$ cat config.mk
export PLATFORM = sky130hd
export DESIGN_NAME = layer_ctrl
export DESIGN_NICKNAME = d
export VERILOG_FILES = /design/src/cnn_pkg.sv /design/src/layer_ctrl.sv
export SDC_FILE = /design/constraint.sdc
export NUM_CORES = 1
export LEC_CHECK = 0
export BUFFER_PORTS_ARGS = -buffer_cell sky130_fd_sc_hd__buf_2
export CAP_MARGIN = 30
export CORE_ASPECT_RATIO = 2
export CORE_MARGIN = 2
export CORE_UTILIZATION = 53
export DETAILED_ROUTE_END_ITERATION = 6
export PLACE_DENSITY = 0.84
export REMOVE_ABC_BUFFERS = 1
export SLEW_MARGIN = 20
export SYNTH_ARGS = -nofsm -noshare
export SYNTH_HDL_FRONTEND = slang
export SYNTH_SLANG_ARGS = --single-unit
$ cat constraint.sdc
create_clock -name clk -period 3.8 [get_ports clk]
set_clock_uncertainty 0.05 [all_clocks]
set_input_delay 0 -clock clk [delete_from_list [all_inputs] [get_ports clk]]
set_output_delay 0 -clock clk [all_outputs]
set_load 0.01 [all_outputs]
$ cat src/cnn_pkg.sv
package cnn_pkg;

    // array sizes
    localparam int DEPTH_NB   = 4;
    localparam int GROUP_NB   = 2;
    localparam int IMG_WIDTH  = 16;
    localparam int KER_WIDTH  = 16;
    localparam int NUM_WIDTH  = IMG_WIDTH + KER_WIDTH + 1;
    localparam int CFG_DWIDTH = 32;
    localparam int CFG_AWIDTH = 5;

    // pipeline latencies in cycles
    localparam int MAC_LAT = 4;
    localparam int ADD_LAT = 2;
    localparam int OPS_LAT = 3;

    typedef logic signed [IMG_WIDTH-1:0] img_t;
    typedef logic signed [KER_WIDTH-1:0] ker_t;
    typedef logic signed [NUM_WIDTH-1:0] num_t;

    typedef img_t       [GROUP_NB-1:0] image_bus_t;
    typedef ker_t       [GROUP_NB-1:0] ker_group_t;
    typedef num_t       [GROUP_NB-1:0] num_group_t;
    typedef ker_group_t [DEPTH_NB-1:0] kernel_bus_t;
    typedef ker_t       [DEPTH_NB-1:0] bias_bus_t;
    typedef img_t       [DEPTH_NB-1:0] result_bus_t;

    typedef logic [CFG_DWIDTH-1:0] cfg_data_t;
    typedef logic [CFG_AWIDTH-1:0] cfg_addr_t;
    typedef logic [7:0]            pool_cnt_t;
    typedef logic [7:0]            shift_t;

    // config word layout
    localparam cfg_addr_t CFG_LAYERS     = cfg_addr_t'(3);
    localparam int        CFG_BYPASS_BIT = 16;
    localparam int        CFG_POOL_LSB   = 8;
    localparam int        CFG_SHIFT_LSB  = 0;

    // saturation limits of a result pixel
    localparam num_t PIX_MAX = num_t'((1 <<< (IMG_WIDTH - 1)) - 1);
    localparam num_t PIX_MIN = num_t'(-(1 <<< (IMG_WIDTH - 1)));

    typedef enum logic [1:0] {
        UP_RESET,
        UP_READY,
        UP_DONE,
        UP_CLEAR
    } up_state_t;

    typedef enum logic [2:0] {
        DN_RESET,
        DN_READY,
        DN_ADD,
        DN_POOL,
        DN_OPS,
        DN_CLEAR
    } dn_state_t;

endpackage

$ cat src/layer_ctrl.sv
`timescale 1ns/1ps

module layer_ctrl (
    input  logic                 clk,
    input  logic                 rst,
    input  cnn_pkg::cfg_data_t   cfg_data,
    input  cnn_pkg::cfg_addr_t   cfg_addr,
    input  logic                 cfg_valid,
    input  logic                 image_val,
    input  logic                 image_last,
    input  logic                 result_rdy,
    output logic                 image_rdy,
    output logic                 kernel_rdy,
    output logic                 result_val,
    output logic                 mac_clear,
    output logic                 hold_en,
    output logic                 pool_restart,
    output logic                 pool_en,
    output logic                 result_en,
    output logic                 bypass,
    output cnn_pkg::shift_t      shift
);

    cnn_pkg::up_state_t          up_state;
    cnn_pkg::up_state_t          up_next;
    cnn_pkg::dn_state_t          dn_state;
    cnn_pkg::dn_state_t          dn_next;
    cnn_pkg::pool_cnt_t          pool_nb;
    cnn_pkg::pool_cnt_t          pool_cnt;
    logic [cnn_pkg::MAC_LAT-1:0] mac_vld;
    logic [cnn_pkg::ADD_LAT-1:0] add_vld;
    logic [cnn_pkg::OPS_LAT-1:0] ops_vld;
    logic                        last_beat;
    logic                        handoff;
    logic                        last_window;

    always_ff @(posedge clk) begin
        if (rst) begin
            bypass  <= 1'b0;
            pool_nb <= '0;
            shift   <= '0;
        end else if (cfg_valid && (cfg_addr == cnn_pkg::CFG_LAYERS)) begin
            bypass  <= cfg_data[cnn_pkg::CFG_BYPASS_BIT];
            pool_nb <= cfg_data[cnn_pkg::CFG_POOL_LSB +: $bits(cnn_pkg::pool_cnt_t)];
            shift   <= cfg_data[cnn_pkg::CFG_SHIFT_LSB +: $bits(cnn_pkg::shift_t)];
        end
    end

    assign image_rdy    = (up_state == cnn_pkg::UP_READY);
    assign last_beat    = image_val && image_rdy && image_last;
    assign mac_clear    = (up_state == cnn_pkg::UP_RESET);
    assign hold_en      = mac_vld[cnn_pkg::MAC_LAT-1];
    // frame moves from the MAC side to post-processing
    assign handoff      = (up_state == cnn_pkg::UP_CLEAR) && (dn_state == cnn_pkg::DN_READY);
    assign pool_restart = (dn_state == cnn_pkg::DN_RESET);
    assign pool_en      = add_vld[cnn_pkg::ADD_LAT-1];
    assign last_window  = (dn_state == cnn_pkg::DN_POOL) && (pool_cnt >= pool_nb);
    assign result_en    = ops_vld[cnn_pkg::OPS_LAT-1];
    assign result_val   = (dn_state == cnn_pkg::DN_CLEAR);

    // upstream machine, MAC phase
    always_ff @(posedge clk) begin
        if (rst) begin
            up_state <= cnn_pkg::UP_RESET;
        end else begin
            up_state <= up_next;
        end
    end

    always_comb begin
        up_next = up_state;
        case (up_state)
            cnn_pkg::UP_RESET: up_next = cnn_pkg::UP_READY;
            cnn_pkg::UP_READY: if (last_beat) up_next = cnn_pkg::UP_DONE;
            cnn_pkg::UP_DONE:  if (hold_en) up_next = cnn_pkg::UP_CLEAR;
            cnn_pkg::UP_CLEAR: if (dn_state == cnn_pkg::DN_READY) up_next = cnn_pkg::UP_RESET;
            default:           up_next = cnn_pkg::UP_RESET;
        endcase
    end

    // downstream machine, add, pool and output ops
    always_ff @(posedge clk) begin
        if (rst) begin
            dn_state <= cnn_pkg::DN_RESET;
        end else begin
            dn_state <= dn_next;
        end
    end

    always_comb begin
        dn_next = dn_state;
        case (dn_state)
            cnn_pkg::DN_RESET: dn_next = cnn_pkg::DN_READY;
            cnn_pkg::DN_READY: if (handoff) dn_next = cnn_pkg::DN_ADD;
            cnn_pkg::DN_ADD:   if (pool_en) dn_next = cnn_pkg::DN_POOL;
            cnn_pkg::DN_POOL: begin
                if (last_window) begin
                    dn_next = cnn_pkg::DN_OPS;
                end else begin
                    dn_next = cnn_pkg::DN_READY;
                end
            end
            cnn_pkg::DN_OPS:   if (result_en) dn_next = cnn_pkg::DN_CLEAR;
            cnn_pkg::DN_CLEAR: if (result_rdy) dn_next = cnn_pkg::DN_RESET;
            default:           dn_next = cnn_pkg::DN_RESET;
        endcase
    end

    // weights are sampled the cycle after each image beat
    always_ff @(posedge clk) begin
        if (rst) begin
            kernel_rdy <= 1'b0;
            mac_vld    <= '0;
            add_vld    <= '0;
            ops_vld    <= '0;
        end else begin
            kernel_rdy <= image_val && image_rdy;
            mac_vld    <= {mac_vld[cnn_pkg::MAC_LAT-2:0], last_beat};
            add_vld    <= {add_vld[cnn_pkg::ADD_LAT-2:0], handoff};
            ops_vld    <= {ops_vld[cnn_pkg::OPS_LAT-2:0], last_window};
        end
    end

    // windows pooled so far in this frame
    always_ff @(posedge clk) begin
        if (rst || (dn_state == cnn_pkg::DN_RESET)) begin
            pool_cnt <= '0;
        end else if (dn_state == cnn_pkg::DN_POOL) begin
            pool_cnt <= pool_cnt + 8'd1;
        end
    end

endmodule

==> results of run 1 <==
## power by group
part / total (mW) / switching (mW) / internal (mW) / leakage [nW]
Combinational: 0.157 / 0.0775 / 0.0799 / 0.628
Sequential: 0.454 / 0.0174 / 0.437 / 0.323
Clock: 0.287 / 0.143 / 0.145 / 0.0510
## through the flow
| stage | setup WS [ps] | instances |
|---|---|---|
| finish | 1929 | 277 |
| global route | 1849 | 277 |
| CTS | 1930 | 276 |
| detailed placement | 1951 | 249 |
| global placement | 1956 | 249 |
| floorplan | 2052 | 174 |
## final cells by class
| cell class | instances | share of cell area |
|---|---|---|
| Clock buffer | 6 | 0.03632 |
| Sequential cell | 40 | 0.3522 |
| Tap cell | 31 | 0.01706 |
| Timing Repair Buffer | 64 | 0.1855 |
| Multi-Input combinational cell | 121 | 0.3830 |
| Clock inverter | 2 | 0.004403 |
| Inverter | 13 | 0.02146 |
## flip-flops by register name, summed over array words and instances, names as in the netlist
register    flops
ops_vld         3
shift           8
kernel_rdy      1
add_vld         2
pool_nb         8
dn_state        3
pool_cnt        8
bypass          1
mac_vld         4
up_state        2
## synth_stat cells, types with 2 or more instances
library cell  number
and4_1             2
nand4_1            3
xnor2_1            2
o21ai_0            5
dfxtp_1           40
buf_2              2
nor2_1            30
inv_1             12
nand2_1            5
nor2b_1            8
and3_1             5
nand2b_1           2
xor2_1             5
nor3_1             2
a211oi_1           2
a21oi_1            3
mux2i_1           19
ha_1              13
clkbuf_1           4
and2_1             2
## worst max-delay path, stage by stage (launching register included)
cell and delay [ps]:
dfxtp_1 400, inv_1 60, ha_1 260, nand2b_1 140, a2111o_1 420, and3_1 210
o32ai_1 260
## worst paths after layout
check        slack, ps     endpoint        start  cells after the start
min                 50  dn_state[2]   result_rdy                      4
min reg2reg        390   add_vld[1]   add_vld[0]                      1
max reg2reg       1930  dn_state[0]  pool_cnt[0]                      6
max               1930  dn_state[0]  pool_cnt[0]                      6
## metal layers
metal,GRT usage,up-vias
met5,0,-
met2,0.3821,48
met3,0.04421,4
met4,0.1043,0
met1,0.2333,675
li1,-,740
## cells by family after synthesis
logic type,count (synthesis)
DFF,40
buffers and inverters,21
and+or+nand+nor,64
AOI/OAI and AO/OA,17
adders and majority gates,13
muxes,20
xor gates and xnor gates,7
==> impl_metrics.toml, run 1 <==
[run_status]
outcome = "finished, final reports clean"

[floorplanning]
coreArea_sq_um = 3193
io_pins = 60
die_area_sq_um = 3834
die_h_um = 85.59
die_x_um = 44.80
initial_core_util = 0.5525
rows = 29

[finish]
multi_input_area_sq_um = 870.8
fill_cells = 252
layout_common_cells = "buf_2, dfxtp_1, nor2_1"
layout_commonest_cell = "buf_2"
diodes = 0
seqCellArea_sq_um = 800.8
nets = 301
fin_area_sq_um = 2273
post-route-util = 0.7120
syn_to_final_growth_pct = 28.87
drive_above_1_share = 0.2236

[drt]
post_drt_wl_per_cell_um = 13.51
drc = 0
wl_met2_um = 1928
top_layer_used = "met4"
wl_met1_um = 1552
ant_nets = 0
drtIter0Drc = 27
vias_per_cell = 5.296
drt-total-wl_um = 3742
num_vias = 1467
met3_length_um = 184
drt_first_pass_iters = 4

[clock_network]
cts_resized = 0
clk_pin_slew_ps = 70
cts_hold_buf = 19
root_buffer = "clkbuf_8"
clock-sinks = 40
clkLatencyLatePin_ps = 290
htreeDepth = 2
cts_tree = "done"
clockBufferDepth = 2
post_cts_buffers = 0
cts-buffers-inserted = 5

[grt]
grt_pass1_vias = 1457
antenna_found_initial = 0
grtUsageTotal = 0.2167
grt_overflow_total = 0
grt_first_pass_wirelength_um = 6106
grt_max_degree = 30

[synthesis]
synth_top_family_by_area = "simple AND/OR/NAND/NOR gates"
avgSynthCellArea_sq_um = 9.693
ys_seq_elements = 40
synth_top_flop_cell = "dfxtp_1"
synth_cells = 182
synth-adder-area-share = 0.09220
synth.distinct_cells = 36
yosys.area_share.xor_xnor = 0.03475
synth_top_area_share = 0.4539
synth_top_area_cell = "dfxtp_1"
synth_compound_area_frac = 0.06879
netlist_area_sq_um = 1764
synthTopCellsByArea = "dfxtp_1, mux2i_1, ha_1"
yosysSeqAreaShare = 0.4539
yosysWarnings = 0
synthSimpleGateAreaFrac = 0.1837
synthMuxAreaShare = 0.1142
synth_edf_count = 0
async_flop_share = 0

[sta]
period_share = 0.4924
finalSetupTns_ps = 0
min_period_ps = 1871
setup_viol = 0
final_max_slew_viol_count = 0
rsz0062_at_grt = "no"
slew-limit-headroom = 0.6505
worst_pin_slew_ps = 524.3
maxClockFrequency_ghz = 0.5345
whs_ps = 48.72
final_hold_viol_count = 0

[worst_setup_path]
cp_data_required_time_ps = 3950
critPathKind = "flop to flop"
arrival_ps = 2020
startpoint_type = "flop"
critPathMaxFanout = 4
end_kind = "flop"

[pwr]
power_mw = 0.8988
p_leak_nw = 1.002
p_per_area_nw_per_um2 = 395.3
irDropWorstVdd_mv = 0.3897

[place]
io_buffers = 44
post_dp_cell_area_sq_um = 1979
gp_congestion = 0.7491
dp_hpwl_um = 2321

[worst_hold_path]
hp-class = "input pin to flop"

[run]
maxCapViolCount = 0
No activity file was read; power rests on OpenSTA's default activity.
==> inputs of run 2 (changes only) <==
--- a/config.mk
+++ b/config.mk
@@ -9,9 +9,9 @@
 export CAP_MARGIN = 30
 export CORE_ASPECT_RATIO = 2
 export CORE_MARGIN = 2
-export CORE_UTILIZATION = 53
+export CORE_UTILIZATION = 44
 export DETAILED_ROUTE_END_ITERATION = 6
-export PLACE_DENSITY = 0.84
+export PLACE_DENSITY = 0.74
 export REMOVE_ABC_BUFFERS = 1
 export SLEW_MARGIN = 20
 export SYNTH_ARGS = -nofsm -noshare
==> constraint.sdc (replaced) <==
create_clock -name clk -period 1.6 [get_ports clk]
set_clock_uncertainty 0.05 [all_clocks]
set_input_delay 0 -clock clk [delete_from_list [all_inputs] [get_ports clk]]
set_output_delay 0 -clock clk [all_outputs]
set_load 0.01 [all_outputs]
==> run 2 against run 1 <==
The run now ends with negative setup slack left; hold slack improved by 25 ps; cell count rose by 13%; maximum frequency grew 13%; combinational power rose to 2.6 times the previous value; setup slack lost 2000 ps; largest power group unchanged.
==> impl_metrics.toml, run 2 (synthesis gave the netlist of run 1 again) <==
[clock_network]
clk_pin_slew_ps = 70
clock-sinks = 40
cts_tree = "done"
htreeDepth = 2
root_buffer = "clkbuf_8"
cts-buffers-inserted = 5
clkLatencyLatePin_ps = 290
clockBufferDepth = 2

[run]
maxCapViolCount = 0

[worst_setup_path]
reg2regPathDepth = 6
cp_data_required_time_ps = 1730
slowest_stage = "a2111o_1"
critPathKind = "flop to flop"
end_kind = "flop"
startpoint_type = "flop"
max_stage_delay_ps = 400
arrival_ps = 1790
crit_path_cell_trace = "inv_2, ha_4, nand2b_4, a2111o_1, and3_4, o211a_1"
critPathMaxFanout = 2

[floorplanning]
initial_core_util = 0.4590
rows = 32
io_pins = 60
die_x_um = 48.78
die_h_um = 93.55
die_area_sq_um = 4563
coreArea_sq_um = 3844

[sta]
final_max_slew_viol_count = 0
maxClockFrequency_ghz = 0.6033
setup_viol = 2
setup_ws_ps = -57.66
rsz0062_at_grt = "yes"
worst_pin_slew_ps = 363.0
min_period_ps = 1658
final_hold_viol_count = 0
period_share = 1.036
slew-limit-headroom = 0.7580

[drt]
drc = 0
drt_first_pass_iters = 4
ant_nets = 0
drt-total-wl_um = 4153
num_vias = 1539
vias_per_cell = 4.901
drtIter0Drc = 15
post_drt_wl_per_cell_um = 13.23

[grt]
grt_max_degree = 22
grt.busiest_layer = "met2"
grt_first_pass_wirelength_um = 6893
grt_overflow_total = 0
grt_util_met2 = 0.4041
antenna_found_initial = 0
met3_usage = 0.03355
grt_pass1_vias = 1627
grt_use_met1 = 0.1758
grtUsageTotal = 0.1980

[finish]
multi_input_area_sq_um = 909.6
drive_above_1_share = 0.2928
reg_top3 = "pool_cnt (8), pool_nb (8), shift (8)"
layout_commonest_cell = "buf_2"
post-route-util = 0.6458
nets = 318
seqCellArea_sq_um = 807.0
diodes = 0
fill_cells = 336
layout_common_cells = "buf_2, dfxtp_1, nor2_1"
syn_to_final_growth_pct = 40.71

[pwr]
power_mw = 2.167
p_per_area_nw_per_um2 = 872.8
irDropWorstVdd_mv = 0.5973
p_leak_nw = 1.120

[run_status]
outcome = "finished with violations"
violations = "negative setup slack"

[place]
io_buffers = 44
gp_congestion = 0.7275
dp_hpwl_um = 2685

[worst_hold_path]
hp-class = "input pin to flop"
whs_path_depth = 4
[run 2: power breakdown]
group / total (mW) / internal (mW) / switching (mW)
registers: 1.08 / 1.04 / 0.0337
logic: 0.415 / 0.222 / 0.193
clock network: 0.675 / 0.344 / 0.331
total: 2.17 / 1.61 / 0.558
[run 2: repair_timing]
action                     4_1_cts  5_1_grt
hold endpoints to repair        19        0
setup buffers                    1        0
setup endpoints to repair        3        5
gates resized for setup          6        6
pin swaps                        6        1
hold buffers                    25        0
[run 2: per-stage QoR]
stage	setup TNS (ps)	cells	setup slack (ps)	hold WS [ps]	area [sq um]
2_1_floorplan	-359.9	174	-147.8	21.61	1720
3_3_place_gp	-290.2	280	-122.5	184.5	2087
5_1_grt	-190.1	314	-96.52	120.5	2482
3_5_place_dp	-500.0	280	-202.2	190.0	2087
4_1_cts	-54.22	314	-44.61	50.07	2471
6_report	-70.87	314	-57.66	73.98	2482
[run 2: metal layers]
metal | vias to the layer above | routed length, um | share of wire
met5 | - | 0 | 0
met2 | 43 | 2344 | 0.56
li1 | 776 | - | -
met3 | 12 | 145 | 0.035
met4 | 0 | 127 | 0.031
met1 | 708 | 1536 | 0.37
[run 2: critical path, delay by kind of cell (launching register included)]
| kind | cells | cell delay, ps |
|---|---|---|
| buffers and inverters | 1 | 40 |
| adder cells (fa/ha/maj) | 1 | 220 |
| AND/OR/NAND/NOR | 2 | 310 |
| flip-flops | 1 | 340 |
| AO/OA/AOI/OAI | 2 | 600 |
[run 2: worst paths after layout]
check	from	end	slack [ps]
setup / recovery	pool_cnt[0]	ops_vld[0]	-60
hold / removal	result_rdy	dn_state[2]	70
setup reg to reg	pool_cnt[0]	ops_vld[0]	-60
hold reg to reg	add_vld[0]	add_vld[1]	390
[run 2: area by class of cell]
type	instances	area share
timing repair buffer	81	0.2258
tap	51	0.02571
clock inverter	2	0.004032
clock buffer	6	0.03327
multi-input combinational	121	0.3664
inverter	13	0.01966
sequential	40	0.3251
==> inputs of run 3 (changes only) <==
--- a/config.mk
+++ b/config.mk
@@ -8,10 +8,10 @@
 export BUFFER_PORTS_ARGS = -buffer_cell sky130_fd_sc_hd__buf_2
 export CAP_MARGIN = 30
 export CORE_ASPECT_RATIO = 2
-export CORE_MARGIN = 2
-export CORE_UTILIZATION = 44
+export CORE_UTILIZATION = 40
+export CTS_CLUSTER_SIZE = 16
 export DETAILED_ROUTE_END_ITERATION = 6
-export PLACE_DENSITY = 0.74
+export PLACE_DENSITY = 0.68
 export REMOVE_ABC_BUFFERS = 1
 export SLEW_MARGIN = 20
 export SYNTH_ARGS = -nofsm -noshare
==> run 3 against run 2 <==
The run still ends with negative setup slack left; clock-buffer cell count did not move; sequential share of layout area rose by 0.74 points; cell area shrank 2.1%; critical path type unchanged; largest cell class unchanged.
==> impl_metrics.toml, run 3 (synthesis gave the netlist of run 1 again) <==
[run_status]
outcome = "finished with violations"
violations = "negative setup slack"

[floorplanning]
rows = 33
initial_core_util = 0.4230
die_area_sq_um = 4696
coreArea_sq_um = 4170
die_h_um = 95.92
die_x_um = 48.96
io_pins = 60

[drt]
drtIter0Drc = 13
drc = 0
post_drt_wl_per_cell_um = 11.93
ant_nets = 0
drt-total-wl_um = 3698
num_vias = 1492
vias_per_cell = 4.813
drt_first_pass_iters = 4

[grt]
grt_first_pass_wirelength_um = 6382
grt_overflow_total = 0
grt_util_met2 = 0.3576
met3_usage = 0.03476
grt.busiest_layer = "met2"
grt_pass1_vias = 1531
grt_max_degree = 21
antenna_found_initial = 0
grt_use_met1 = 0.1694
grtUsageTotal = 0.1797

[sta]
rsz0062_at_grt = "yes"
final_hold_viol_count = 0
maxClockFrequency_ghz = 0.6193
slew-limit-headroom = 0.7527
finalSetupTns_ps = -14.71
period_share = 1.009
min_period_ps = 1615
setup_viol = 1
setup_ws_ps = -14.71
worst_pin_slew_ps = 368.5
final_max_slew_viol_count = 0

[finish]
seqCellArea_sq_um = 808.3
diodes = 0
multi_input_area_sq_um = 905.9
drive_above_1_share = 0.2984
reg_top3 = "pool_cnt (8), pool_nb (8), shift (8)"
fill_cells = 381
layout_common_cells = "buf_2, dfxtp_1, nor2_1"
fin_area_sq_um = 2431
syn_to_final_growth_pct = 37.80
stdcell_count = 310
layout_commonest_cell = "buf_2"
nets = 313

[worst_setup_path]
critPathMaxFanout = 2
max_stage_delay_ps = 380
slowest_stage = "a2111o_1"
crit_path_cell_trace = "inv_2, ha_4, nand2b_4, a2111o_1, and3_4, o211a_1"
startpoint_type = "flop"
critPathKind = "flop to flop"
cp_data_required_time_ps = 1740
arrival_ps = 1750
end_kind = "flop"

[clock_network]
clkLatencyLatePin_ps = 290
htreeDepth = 2
clock-sinks = 40
clockBufferDepth = 2
root_buffer = "clkbuf_8"
clk_pin_slew_ps = 70
cts-buffers-inserted = 5
cts_tree = "done"

[place]
io_buffers = 44
gp_congestion = 0.7068
dp_hpwl_um = 2625
preCtsSetupSlack_ps = -173.1
post-place-cells = 282
post_dp_cell_area_sq_um = 2096

[worst_hold_path]
hp-class = "input pin to flop"

[pwr]
p_per_area_nw_per_um2 = 897.5
p_leak_nw = 1.078
irDropWorstVdd_mv = 0.6980

[run]
maxCapViolCount = 0
==> run 3: cell types whose count changed in the layout (fill, tap and decap cells not counted), sizes merged <==
cell,change
dlygate4sd3,-5
==> run 3: final timing paths <==
kind	startpoint	depth (start not counted)	slack, ps	end
setup / recovery	pool_cnt[0]	6	-10	ops_vld[0]
hold / removal	result_rdy	4	70	dn_state[2]
setup reg to reg	pool_cnt[0]	6	-10	ops_vld[0]
hold reg to reg	add_vld[0]	1	400	add_vld[1]
==> run 3: report_power, final <==
part | switching, mW | internal [mW]
logic | 0.196 | 0.225
registers | 0.0331 | 1.05
clock network | 0.336 | 0.344
==> run 3: worst max-delay path, delay by kind of cell (launching register included) <==
family	cells	cell delay, ps
and+or+nand+nor	2	300
buffers and inverters	1	40
adders and majority gates	1	220
DFF	1	340
AOI/OAI and AO/OA	2	570
==> run 3: stage by stage <==
stage                     power (mW)    util  hold slack, ps
after detailed placement       1.472  0.5026           184.1
after global routing           2.288  0.5830           78.04
after CTS                      2.187  0.5812           53.05
after global placement         1.457  0.5026           171.2
after floorplan                1.309       -           21.61
final                          2.182  0.5830           72.92
==> run 3: final cells by class <==
class                           count  area share
Clock buffer                        6     0.03397
Inverter                           13     0.02007
Multi-Input combinational cell    121      0.3726
Timing Repair Buffer               76      0.2100
Tap cell                           52     0.02676
Sequential cell                    40      0.3325
Clock inverter                      2    0.004117
==> run 3: timing repair <==
action,CTS,global route
gates resized for setup,7,6
buffers inserted,0,0
hold endpoints to repair,26,0
hold buffers,20,0
pin swaps,5,3
endpoints found under the setup margin,3,5
==> run 3: layer usage <==
layer	up-vias	share of wire
li1	761	-
met1	693	0.39
met2	33	0.55
met3	5	0.037
met4	0	0.017
met5	-	0
